===== src/SpiPkg.sv =====
//--------------------------------------
// SPI slave unit shared definitions
// Word width, command codes and the
// header word in its two decoded views
//--------------------------------------
package SpiPkg;

	//--------------------------------------
	// Word width
	//--------------------------------------
	// SPI word and both bus data paths
	localparam int spiWordBit = 32;

	//--------------------------------------
	// Command codes, header bits [31:30]
	//--------------------------------------
	// Single register write, header then data
	localparam logic [1:0] cmdUsiWrite = 2'd0;
	// Single register read, data back on MISO
	localparam logic [1:0] cmdUsiRead = 2'd1;
	// Stream burst, header, address, data words
	localparam logic [1:0] cmdUfiBurst = 2'd2;
	// Not decoded, frame ignored
	localparam logic [1:0] cmdReserved = 2'd3;

	//--------------------------------------
	// Header word
	//--------------------------------------
	// Command sits in the same bits in both views
	typedef union packed {
		// Register access view
		struct packed {
			logic [1:0] cmd;
			logic [13:0] rsvd;
			logic [15:0] adrs;
		} usi;
		// Burst view, count of data words
		struct packed {
			logic [1:0] cmd;
			logic [13:0] rsvd;
			logic [15:0] count;
		} ufi;
	} spiHeader_u;

endpackage


===== src/SpiFrameIf.sv =====
//--------------------------------------
// Decoded SPI frame words
// Carries words and header from the
// frame decoder to the bus executor
//--------------------------------------
`timescale 1ns/1ps

interface SpiFrameIf import SpiPkg::*; ();

	// Last completed word
	logic [spiWordBit-1:0] word;
	// Header of the current frame, held until the next one
	spiHeader_u header;
	// One cycle per completed word
	logic wordVd;
	// Position in frame, 0 is the header
	logic [15:0] wordIdx;
	// CS released
	logic frameEnd;

	// Word source
	modport decoder (
		output word, header, wordVd, wordIdx, frameEnd
	);

	// Word sink
	modport executor (
		input word, header, wordVd, wordIdx, frameEnd
	);

endinterface


===== src/SpiFrameDecoder.sv =====
//--------------------------------------
// SPI slave frame decoder
// Samples the mode 0 pins in the system
// clock domain, builds 32-bit words MSB
// first and tracks words within a frame
//--------------------------------------
`timescale 1ns/1ps

module SpiFrameDecoder import SpiPkg::*; (
	input logic sysClk,
	input logic arstN,
	// SPI pins, asynchronous to sysClk
	input logic spiSck,
	input logic spiCsN,
	input logic spiMosi,
	// Decoded words
	SpiFrameIf.decoder frame,
	// Detected SCK rise inside a frame
	output logic sckRise
);

	localparam int bitCntBit = $clog2(spiWordBit);

	// Two-flop synchronizers
	logic [1:0] sckSync;
	logic [1:0] csSync;
	logic [1:0] mosiSync;
	// Previous synchronized levels for edges
	logic sckPrev;
	logic csPrev;
	// Bit position within the word
	logic [bitCntBit-1:0] bitCnt;
	// Completed words so far in this frame
	logic [15:0] wordCnt;
	// Word being assembled
	logic [spiWordBit-1:0] shiftReg;
	logic [spiWordBit-1:0] nextWord;
	logic csActive;
	logic sckEdge;
	logic csOff;
	logic wordFull;

	//--------------------------------------
	// Pin synchronizers
	//--------------------------------------
	always_ff @(posedge sysClk or negedge arstN)
	begin
		if (!arstN)
		begin
			// CS idles high, no frame
			sckSync <= '0;
			csSync <= '1;
			mosiSync <= '0;
			sckPrev <= 1'b0;
			csPrev <= 1'b1;
		end
		else
		begin
			sckSync <= {sckSync[0], spiSck};
			csSync <= {csSync[0], spiCsN};
			mosiSync <= {mosiSync[0], spiMosi};
			sckPrev <= sckSync[1];
			csPrev <= csSync[1];
		end
	end

	assign csActive = ~csSync[1];
	// Rise only counts inside a frame
	assign sckEdge = sckSync[1] & ~sckPrev & csActive;
	// CS going high ends the frame
	assign csOff = csSync[1] & ~csPrev;
	// Last bit of the word arrives on this edge
	assign wordFull = bitCnt == bitCntBit'(spiWordBit - 1);
	// MSB first, new bit enters at the bottom
	assign nextWord = {shiftReg[spiWordBit-2:0], mosiSync[1]};

	//--------------------------------------
	// Frame control
	//--------------------------------------
	always_ff @(posedge sysClk or negedge arstN)
	begin
		if (!arstN)
		begin
			bitCnt <= '0;
			wordCnt <= '0;
			sckRise <= 1'b0;
			frame.wordVd <= 1'b0;
			frame.frameEnd <= 1'b0;
		end
		else
		begin
			// Strobes, three cycles behind the pin edge
			sckRise <= sckEdge;
			frame.wordVd <= sckEdge & wordFull;
			frame.frameEnd <= csOff;
			if (!csActive)
			begin
				// Partial word dropped with the frame
				bitCnt <= '0;
				wordCnt <= '0;
			end
			else if (sckEdge)
			begin
				bitCnt <= wordFull ? '0 : bitCnt + 1'b1;
				// Saturate on very long bursts
				if (wordFull && wordCnt != '1)
					wordCnt <= wordCnt + 16'd1;
			end
		end
	end

	//--------------------------------------
	// Word payload
	//--------------------------------------
	always_ff @(posedge sysClk)
	begin
		if (sckEdge)
		begin
			shiftReg <= nextWord;
			if (wordFull)
			begin
				frame.word <= nextWord;
				frame.wordIdx <= wordCnt;
				// First word of a frame is the header
				if (wordCnt == 16'd0)
					frame.header <= nextWord;
			end
		end
	end

endmodule


===== src/SpiBusExecutor.sv =====
//--------------------------------------
// SPI frame to bus transfer executor
// Issues USI register writes and reads
// and UFI burst writes from frame words
//--------------------------------------
`timescale 1ns/1ps

module SpiBusExecutor import SpiPkg::*; #(
	parameter int busAdrsBit = 16
)(
	input logic sysClk,
	input logic arstN,
	// Decoded frame words
	SpiFrameIf.executor frame,
	// USI register bus
	input logic [spiWordBit-1:0] usiRd,
	output logic [spiWordBit-1:0] usiWd,
	output logic [busAdrsBit-1:0] usiAdrs,
	output logic usiWEd,
	// UFI stream bus
	output logic [spiWordBit-1:0] ufiWd,
	output logic [spiWordBit-1:0] ufiAdrs,
	output logic ufiWEd,
	output logic ufiWVd,
	// Read data toward MISO
	output logic [spiWordBit-1:0] rdData,
	output logic rdLoad
);

	// Command of the running frame
	logic [1:0] cmd;
	// Burst data words still expected
	logic [15:0] remain;
	// Address of the next burst word
	logic [spiWordBit-1:0] ufiNext;
	// USI read address on the bus, data next cycle
	logic rdPend;
	logic hdrVd;
	logic usiHdrVd;
	logic usiRdVd;
	logic usiWrVd;
	logic burstAdrsVd;
	logic burstDataVd;

	//--------------------------------------
	// Word classification
	//--------------------------------------
	// Header is latched with word 0, so read it directly
	assign hdrVd = frame.wordVd && frame.wordIdx == 16'd0;
	assign usiHdrVd = hdrVd && (frame.header.usi.cmd == cmdUsiWrite ||
		frame.header.usi.cmd == cmdUsiRead);
	assign usiRdVd = hdrVd && frame.header.usi.cmd == cmdUsiRead;
	assign usiWrVd = frame.wordVd && frame.wordIdx == 16'd1 && cmd == cmdUsiWrite;
	assign burstAdrsVd = frame.wordVd && frame.wordIdx == 16'd1 && cmd == cmdUfiBurst;
	// Words past the count fall through
	assign burstDataVd = frame.wordVd && frame.wordIdx >= 16'd2 && cmd == cmdUfiBurst
		&& ufiWVd && remain != 16'd0;

	//--------------------------------------
	// Frame state and strobes
	//--------------------------------------
	always_ff @(posedge sysClk or negedge arstN)
	begin
		if (!arstN)
		begin
			cmd <= cmdReserved;
			remain <= '0;
			usiWEd <= 1'b0;
			ufiWEd <= 1'b0;
			ufiWVd <= 1'b0;
			rdPend <= 1'b0;
			rdLoad <= 1'b0;
		end
		else
		begin
			usiWEd <= usiWrVd;
			ufiWEd <= burstDataVd;
			// Read data returns two cycles after the header
			rdPend <= usiRdVd;
			rdLoad <= rdPend;
			if (frame.frameEnd)
			begin
				// Burst cut short by CS
				cmd <= cmdReserved;
				remain <= '0;
				ufiWVd <= 1'b0;
			end
			else
			begin
				if (hdrVd)
					cmd <= frame.header.usi.cmd;
				// Count only exists in the burst view
				if (hdrVd && frame.header.ufi.cmd == cmdUfiBurst)
					remain <= frame.header.ufi.count;
				if (burstDataVd)
					remain <= remain - 16'd1;
				// Empty burst never opens the window
				if (burstAdrsVd)
					ufiWVd <= remain != 16'd0;
				else if (ufiWEd && remain == 16'd0)
					ufiWVd <= 1'b0;
			end
		end
	end

	//--------------------------------------
	// Bus payload
	//--------------------------------------
	always_ff @(posedge sysClk)
	begin
		if (usiHdrVd)
			usiAdrs <= busAdrsBit'(frame.header.usi.adrs);
		if (usiWrVd)
			usiWd <= frame.word;
		if (rdPend)
			rdData <= usiRd;
		// Burst base from word 1
		if (burstAdrsVd)
			ufiNext <= frame.word;
		if (burstDataVd)
		begin
			ufiAdrs <= ufiNext;
			ufiWd <= frame.word;
			ufiNext <= ufiNext + spiWordBit'(4);
		end
	end

endmodule


===== src/SpiMisoResult.sv =====
//--------------------------------------
// SPI slave MISO serializer
// Shifts USI read data out MSB first on
// detected SCK rising edges
//--------------------------------------
`timescale 1ns/1ps

module SpiMisoResult import SpiPkg::*; (
	input logic sysClk,
	input logic arstN,
	// Detected SCK rise from the decoder
	input logic sckRise,
	// CS released
	input logic frameEnd,
	// Read data from the executor
	input logic rdLoad,
	input logic [spiWordBit-1:0] rdData,
	output logic spiMiso
);

	// Word on its way out
	logic [spiWordBit-1:0] shiftReg;

	//--------------------------------------
	// Output shift register
	//--------------------------------------
	always_ff @(posedge sysClk or negedge arstN)
	begin
		if (!arstN)
			shiftReg <= '0;
		// MISO idles low between frames
		else if (frameEnd)
			shiftReg <= '0;
		else if (rdLoad)
			shiftReg <= rdData;
		// Master has already sampled this bit
		else if (sckRise)
			shiftReg <= {shiftReg[spiWordBit-2:0], 1'b0};
	end

	// MSB drives the pin
	assign spiMiso = shiftReg[spiWordBit-1];

endmodule


===== src/SpiSlaveUnit.sv =====
//--------------------------------------
// SPI slave control unit
// Turns SPI frames into USI register and
// UFI stream bus transfers
//--------------------------------------
`timescale 1ns/1ps

module SpiSlaveUnit import SpiPkg::*; #(
	parameter int busAdrsBit = 16
)(
	input logic sysClk,
	input logic arstN,
	// SPI pins
	input logic spiSck,
	input logic spiCsN,
	input logic spiMosi,
	output logic spiMiso,
	// USI register bus
	input logic [spiWordBit-1:0] usiRd,
	output logic [spiWordBit-1:0] usiWd,
	output logic [busAdrsBit-1:0] usiAdrs,
	output logic usiWEd,
	// UFI stream bus
	output logic [spiWordBit-1:0] ufiWd,
	output logic [spiWordBit-1:0] ufiAdrs,
	output logic ufiWEd,
	output logic ufiWVd
);

	// Decoder to executor words
	SpiFrameIf frame ();

	// Internal strobes
	logic sckRise;
	logic rdLoad;
	logic [spiWordBit-1:0] rdData;

	//--------------------------------------
	// Pin side
	//--------------------------------------
	SpiFrameDecoder frameDecoder (
		.sysClk (sysClk),
		.arstN (arstN),
		.spiSck (spiSck),
		.spiCsN (spiCsN),
		.spiMosi (spiMosi),
		.frame (frame.decoder),
		.sckRise (sckRise)
	);

	//--------------------------------------
	// Bus side
	//--------------------------------------
	SpiBusExecutor #(
		.busAdrsBit (busAdrsBit)
	) busExecutor (
		.sysClk (sysClk),
		.arstN (arstN),
		.frame (frame.executor),
		.usiRd (usiRd),
		.usiWd (usiWd),
		.usiAdrs (usiAdrs),
		.usiWEd (usiWEd),
		.ufiWd (ufiWd),
		.ufiAdrs (ufiAdrs),
		.ufiWEd (ufiWEd),
		.ufiWVd (ufiWVd),
		.rdData (rdData),
		.rdLoad (rdLoad)
	);

	// Read data back to the master
	SpiMisoResult misoResult (
		.sysClk (sysClk),
		.arstN (arstN),
		.sckRise (sckRise),
		.frameEnd (frame.frameEnd),
		.rdLoad (rdLoad),
		.rdData (rdData),
		.spiMiso (spiMiso)
	);

endmodule


===== config.mk =====
export PLATFORM = sky130hd
export DESIGN_NAME = SpiSlaveUnit
export DESIGN_NICKNAME = d
export VERILOG_FILES = /design/src/SpiPkg.sv /design/src/SpiFrameIf.sv /design/src/SpiFrameDecoder.sv /design/src/SpiBusExecutor.sv /design/src/SpiMisoResult.sv /design/src/SpiSlaveUnit.sv
export SDC_FILE = /design/constraint.sdc
export NUM_CORES = 1
export LEC_CHECK = 0
export ABC_AREA = 1
export BUFFER_PORTS_ARGS = -buffer_cell sky130_fd_sc_hd__buf_2
export CORE_MARGIN = 2
export CORE_UTILIZATION = 30
export DETAILED_ROUTE_END_ITERATION = 12
export PLACE_DENSITY = 0.47
export SETUP_SLACK_MARGIN = 0.05
export SYNTH_ARGS = -nofsm -noshare
export SYNTH_HDL_FRONTEND = slang
export SYNTH_SLANG_ARGS = --single-unit
export TNS_END_PERCENT = 5

===== constraint.sdc =====
create_clock -name sysClk -period 8.7 [get_ports sysClk]
set_clock_uncertainty 0.05 [all_clocks]
set_input_delay 1.74 -clock sysClk [delete_from_list [all_inputs] [get_ports sysClk]]
set_output_delay 1.74 -clock sysClk [all_outputs]
set_load 0.1 [all_outputs]

==> flow_summary_export.csv <==
group,metric,value,unit
flow_run,max_cap_violations,0,
timing,max_slew.worst_pin.slew,1.08,ns
worst_setup_path,crit_type,"flop to primary output",
worst_setup_path,cpPeakStageDelay,0.49,ns
logic_synthesis,synth.distinct_cells,39,
global_routing,grt_usage,12.8,%
cells_and_area,drive_above_1_share,19.1,%
die,start_util,30.3,%
worst_setup_path,cp_slowest_cell,"buf_2",
clock_network,cts_buffers,42,
power,powerDensity,211,nW/um^2
drt,viasPerCell,4.43,
clock_network,clk_pin_slew,0.06,ns
worst_setup_path,rr_worst_depth,5,
timing,post-route-period-util,37.2,%
timing,slew-limit-headroom,27.6,%
cells_and_area,regArea,10400,um^2
outcome,status,"finished clean",
logic_synthesis,synth.avg_cell_area,12.1,um^2
power,power_leakage,6.73,nW
clock_network,cts_buffer_depth,3,
hold_path,hold_start,"frameDecoder.sckSync[0]$_DFF_PN0_",
hold_path,whs_path_depth,0,
cells_and_area,fin_nets,1382,
logic_synthesis,yosys_warnings,0,
timing,max_freq,309,MHz
cells_and_area,nFillCells,4557,
worst_setup_path,start_kind,"flop",
clock_network,cts_hold_buf,0,
timing,grt_setup_unrepaired,"false",
hold_path,hold_path_class,"flop to flop",
clock_network,cts_resized,0,
clock_network,cts_tree,"yes",
clock_network,cts_setup_buffers,0,
clock_network,cts.sinks,360,
cells_and_area,area_growth,19.8,%
clock_network,clk_latency,0.57,ns
drt,avgRoutedWirePerCell,15.7,um
die,dieWidth,221,um
timing,tns,0,ns
global_routing,grt_pass1_wl,49.8,mm
clock_network,cts_htree_levels,2,
drt,drt_iter0_markers,443,
placement,place.gp.congestion,0.837,
worst_setup_path,cp_cell_sequence,"buf_2",
logic_synthesis,syn-num-nets,1206,
logic_synthesis,synth_edf_count,273,
die,die_area,48800,um^2
worst_setup_path,required,6.91,ns
logic_synthesis,async_reset_ff_share,24.2,%
die,die_y,221,um
drt,detail-route-antenna-nets,0,
worst_setup_path,cp.buffers_inverters,1,
timing,hold_violations,0,
worst_setup_path,r2r-start,"busExecutor.rdLoad$_DFF_PN0_",
clock_network,cts_root_buf,"clkbuf_16",
global_routing,first_global_vias,8906,
drt,wirelength,31.0,mm
drt,drc,0,
cells_and_area,multiInputGateArea,3260,um^2
timing,min_period,3.24,ns
logic_synthesis,yosysSeqAreaShare,73.5,%
placement,dp_hpwl,20.7,mm
die,num_io_pins,153,
global_routing,antenna_found_initial,0,
drt,via_count,8779,
global_routing,gr-total-overflow,0,
power,ir_worst_vdd,0.000129,V
drt,drt_pass1_iterations,5,
die,num_rows,79,
global_routing,grt_max_degree,81,
worst_setup_path,regToRegSetupSlack,5.48,ns
logic_synthesis,syn-cell-area,14100,um^2
hold_path,holdPathEnd,"frameDecoder.sckSync[1]$_DFF_PN0_",
logic_synthesis,ys.flop_type,"edfxtp_1",
logic_synthesis,synthCells,1163,
worst_setup_path,cpLargestDelayFamily,"buffers and inverters",
worst_setup_path,crit_fanout,3,
timing,finalSetupViolations,0,
worst_setup_path,r2r_end,"misoResult.shiftReg[31]$_DFFE_PN0P_",
worst_setup_path,cp.arrival,1.45,ns
timing,timing.hold.ws,0.301,ns
logic_synthesis,ys_ff_latch,360,
die,core,46600,um^2
placement,portBuffers,152,
timing,maxSlewViolCount,0,
worst_setup_path,endpoint_kind,"primary output",
==> power by group <==
group,internal (W),switching (W)
Sequential,0.00185,0.00000815
Combinational,0.0000119,0.0000320
Clock,0.000965,0.000702
Total,0.00282,0.000742
==> logic make-up (layout without fill, tap and decap cells) <==
| family | after synthesis | count (layout) | share of synthesized area (%) |
|---|---|---|---|
| DFF | 360 | 360 | 73.5 |
| buffers and inverters | 124 | 333 | 3.69 |
| muxes | 1 | 1 | 0.0708 |
| AOI/OAI and AO/OA | 107 | 107 | 4.20 |
| adders and majority gates | 6 | 6 | 0.531 |
| xor gates and xnor gates | 25 | 25 | 1.55 |
| other | 0 | 2 | 0 |
| and+or+nand+nor | 540 | 540 | 16.5 |
==> cells in the final DEF, fill, tap and decap left out, types with 14 or more instances in the layout <==
| cell | synthesis | final |
|---|---|---|
| o21ai_0 | 57 | 57 |
| nand4_1 | 31 | 31 |
| xor2_1 | 15 | 15 |
| nand2_1 | 332 | 332 |
| nand3_1 | 41 | 41 |
| nor2_1 | 92 | 88 |
| dfrtp_1 | 82 | 82 |
| inv_1 | 90 | 90 |
| edfxtp_1 | 273 | 273 |
| clkbuf_16 | 0 | 42 |
| o22ai_1 | 31 | 31 |
| clkinv_2 | 0 | 14 |
| buf_2 | 7 | 151 |
==> per-layer routing <==
| layer | vias up | global-route usage, % | wire length, um |
|---|---|---|---|
| li1 | 4354 | - | - |
| met1 | 4175 | 17.5 | 14500 |
| met2 | 201 | 20.7 | 14500 |
| met3 | 49 | 2.44 | 1330 |
| met4 | 0 | 4.09 | 714 |
| met5 | - | 0 | 0 |
==> cell usage after synthesis (2+ instances only) <==
cell | number | area [um^2]
nand2_1 | 332 | 1250
edfxtp_1 | 273 | 8200
nor2_1 | 92 | 345
inv_1 | 90 | 338
dfrtp_1 | 82 | 2050
o21ai_0 | 57 | 285
nand3_1 | 41 | 205
nand4_1 | 31 | 194
o22ai_1 | 31 | 194
clkbuf_1 | 16 | 60.1
xor2_1 | 15 | 131
nand3b_1 | 12 | 90.1
nor3_1 | 11 | 55.1
o21ai_1 | 10 | 50.1
xnor2_1 | 10 | 87.6
buf_2 | 7 | 35.0
ha_1 | 6 | 75.1
a21oi_1 | 5 | 25.0
buf_6 | 5 | 56.3
dfstp_2 | 5 | 131
nor2_4 | 4 | 45.0
nand2_2 | 3 | 18.8
buf_4 | 2 | 15.0
inv_2 | 2 | 7.51
nand3_2 | 2 | 20.0
nor2_2 | 2 | 12.5
nor3_2 | 2 | 20.0
nor4_1 | 2 | 12.5
o21bai_1 | 2 | 15.0
or2_2 | 2 | 12.5
==> sequential cells by signal (all words and copies together) (netlist names), 31 cells and up <==
name / cells
busExecutor.ufiNext: 32
busExecutor.ufiAdrs: 32
busExecutor.ufiWd: 32
misoResult.shiftReg: 32
busExecutor.rdData: 32
frameDecoder.frame.word: 32
busExecutor.usiWd: 32
frameDecoder.shiftReg: 31
==> stage by stage <==
stage | instances | power [W] | instance area [um^2] | utilization [%] | worst slack, ns
floorplan | 1163 | 0.00191 | 14100 | - | 2.00
global placement | 1902 | 0.00193 | 15600 | 33.5 | 5.52
detailed placement | 1902 | 0.00194 | 15600 | 33.5 | 5.47
CTS | 1979 | 0.00363 | 16900 | 36.3 | 5.41
global route | 1979 | 0.00371 | 16900 | 36.3 | 5.13
finish | 1981 | 0.00357 | 16900 | 36.3 | 5.46
==> how the worst max path moves through the flow <==
stage	start	end	slack (ns)	cells past startpoint
2_1_floorplan	frameDecoder.sckPrev$_DFF_PN0_	frameDecoder.frame.header[0]$_DFFE_PP_	2.00	7
3_3_place_gp	busExecutor.rdLoad$_DFF_PN0_	misoResult.shiftReg[31]$_DFFE_PN0P_	5.52	5
3_5_place_dp	busExecutor.rdLoad$_DFF_PN0_	misoResult.shiftReg[31]$_DFFE_PN0P_	5.47	5
4_1_cts	busExecutor.ufiWVd$_DFFE_PN0P_	ufiWVd	5.41	1
5_1_grt	busExecutor.rdLoad$_DFF_PN0_	misoResult.shiftReg[31]$_DFFE_PN0P_	5.13	5
6_report	busExecutor.ufiWVd$_DFFE_PN0P_	ufiWVd	5.46	1
==> area by class of cell <==
| type | count | area share, % |
|---|---|---|
| Sequential cell | 360 | 61.4 |
| Multi-Input combinational cell | 679 | 19.2 |
| Clock buffer | 50 | 6.45 |
| Timing Repair Buffer | 162 | 4.95 |
| Tap cell | 607 | 4.49 |
| Inverter | 94 | 2.10 |
| Clock inverter | 27 | 1.38 |
| Antenna cell | 2 | 0.0296 |
Note: power is estimated with default switching activity, not from simulation.
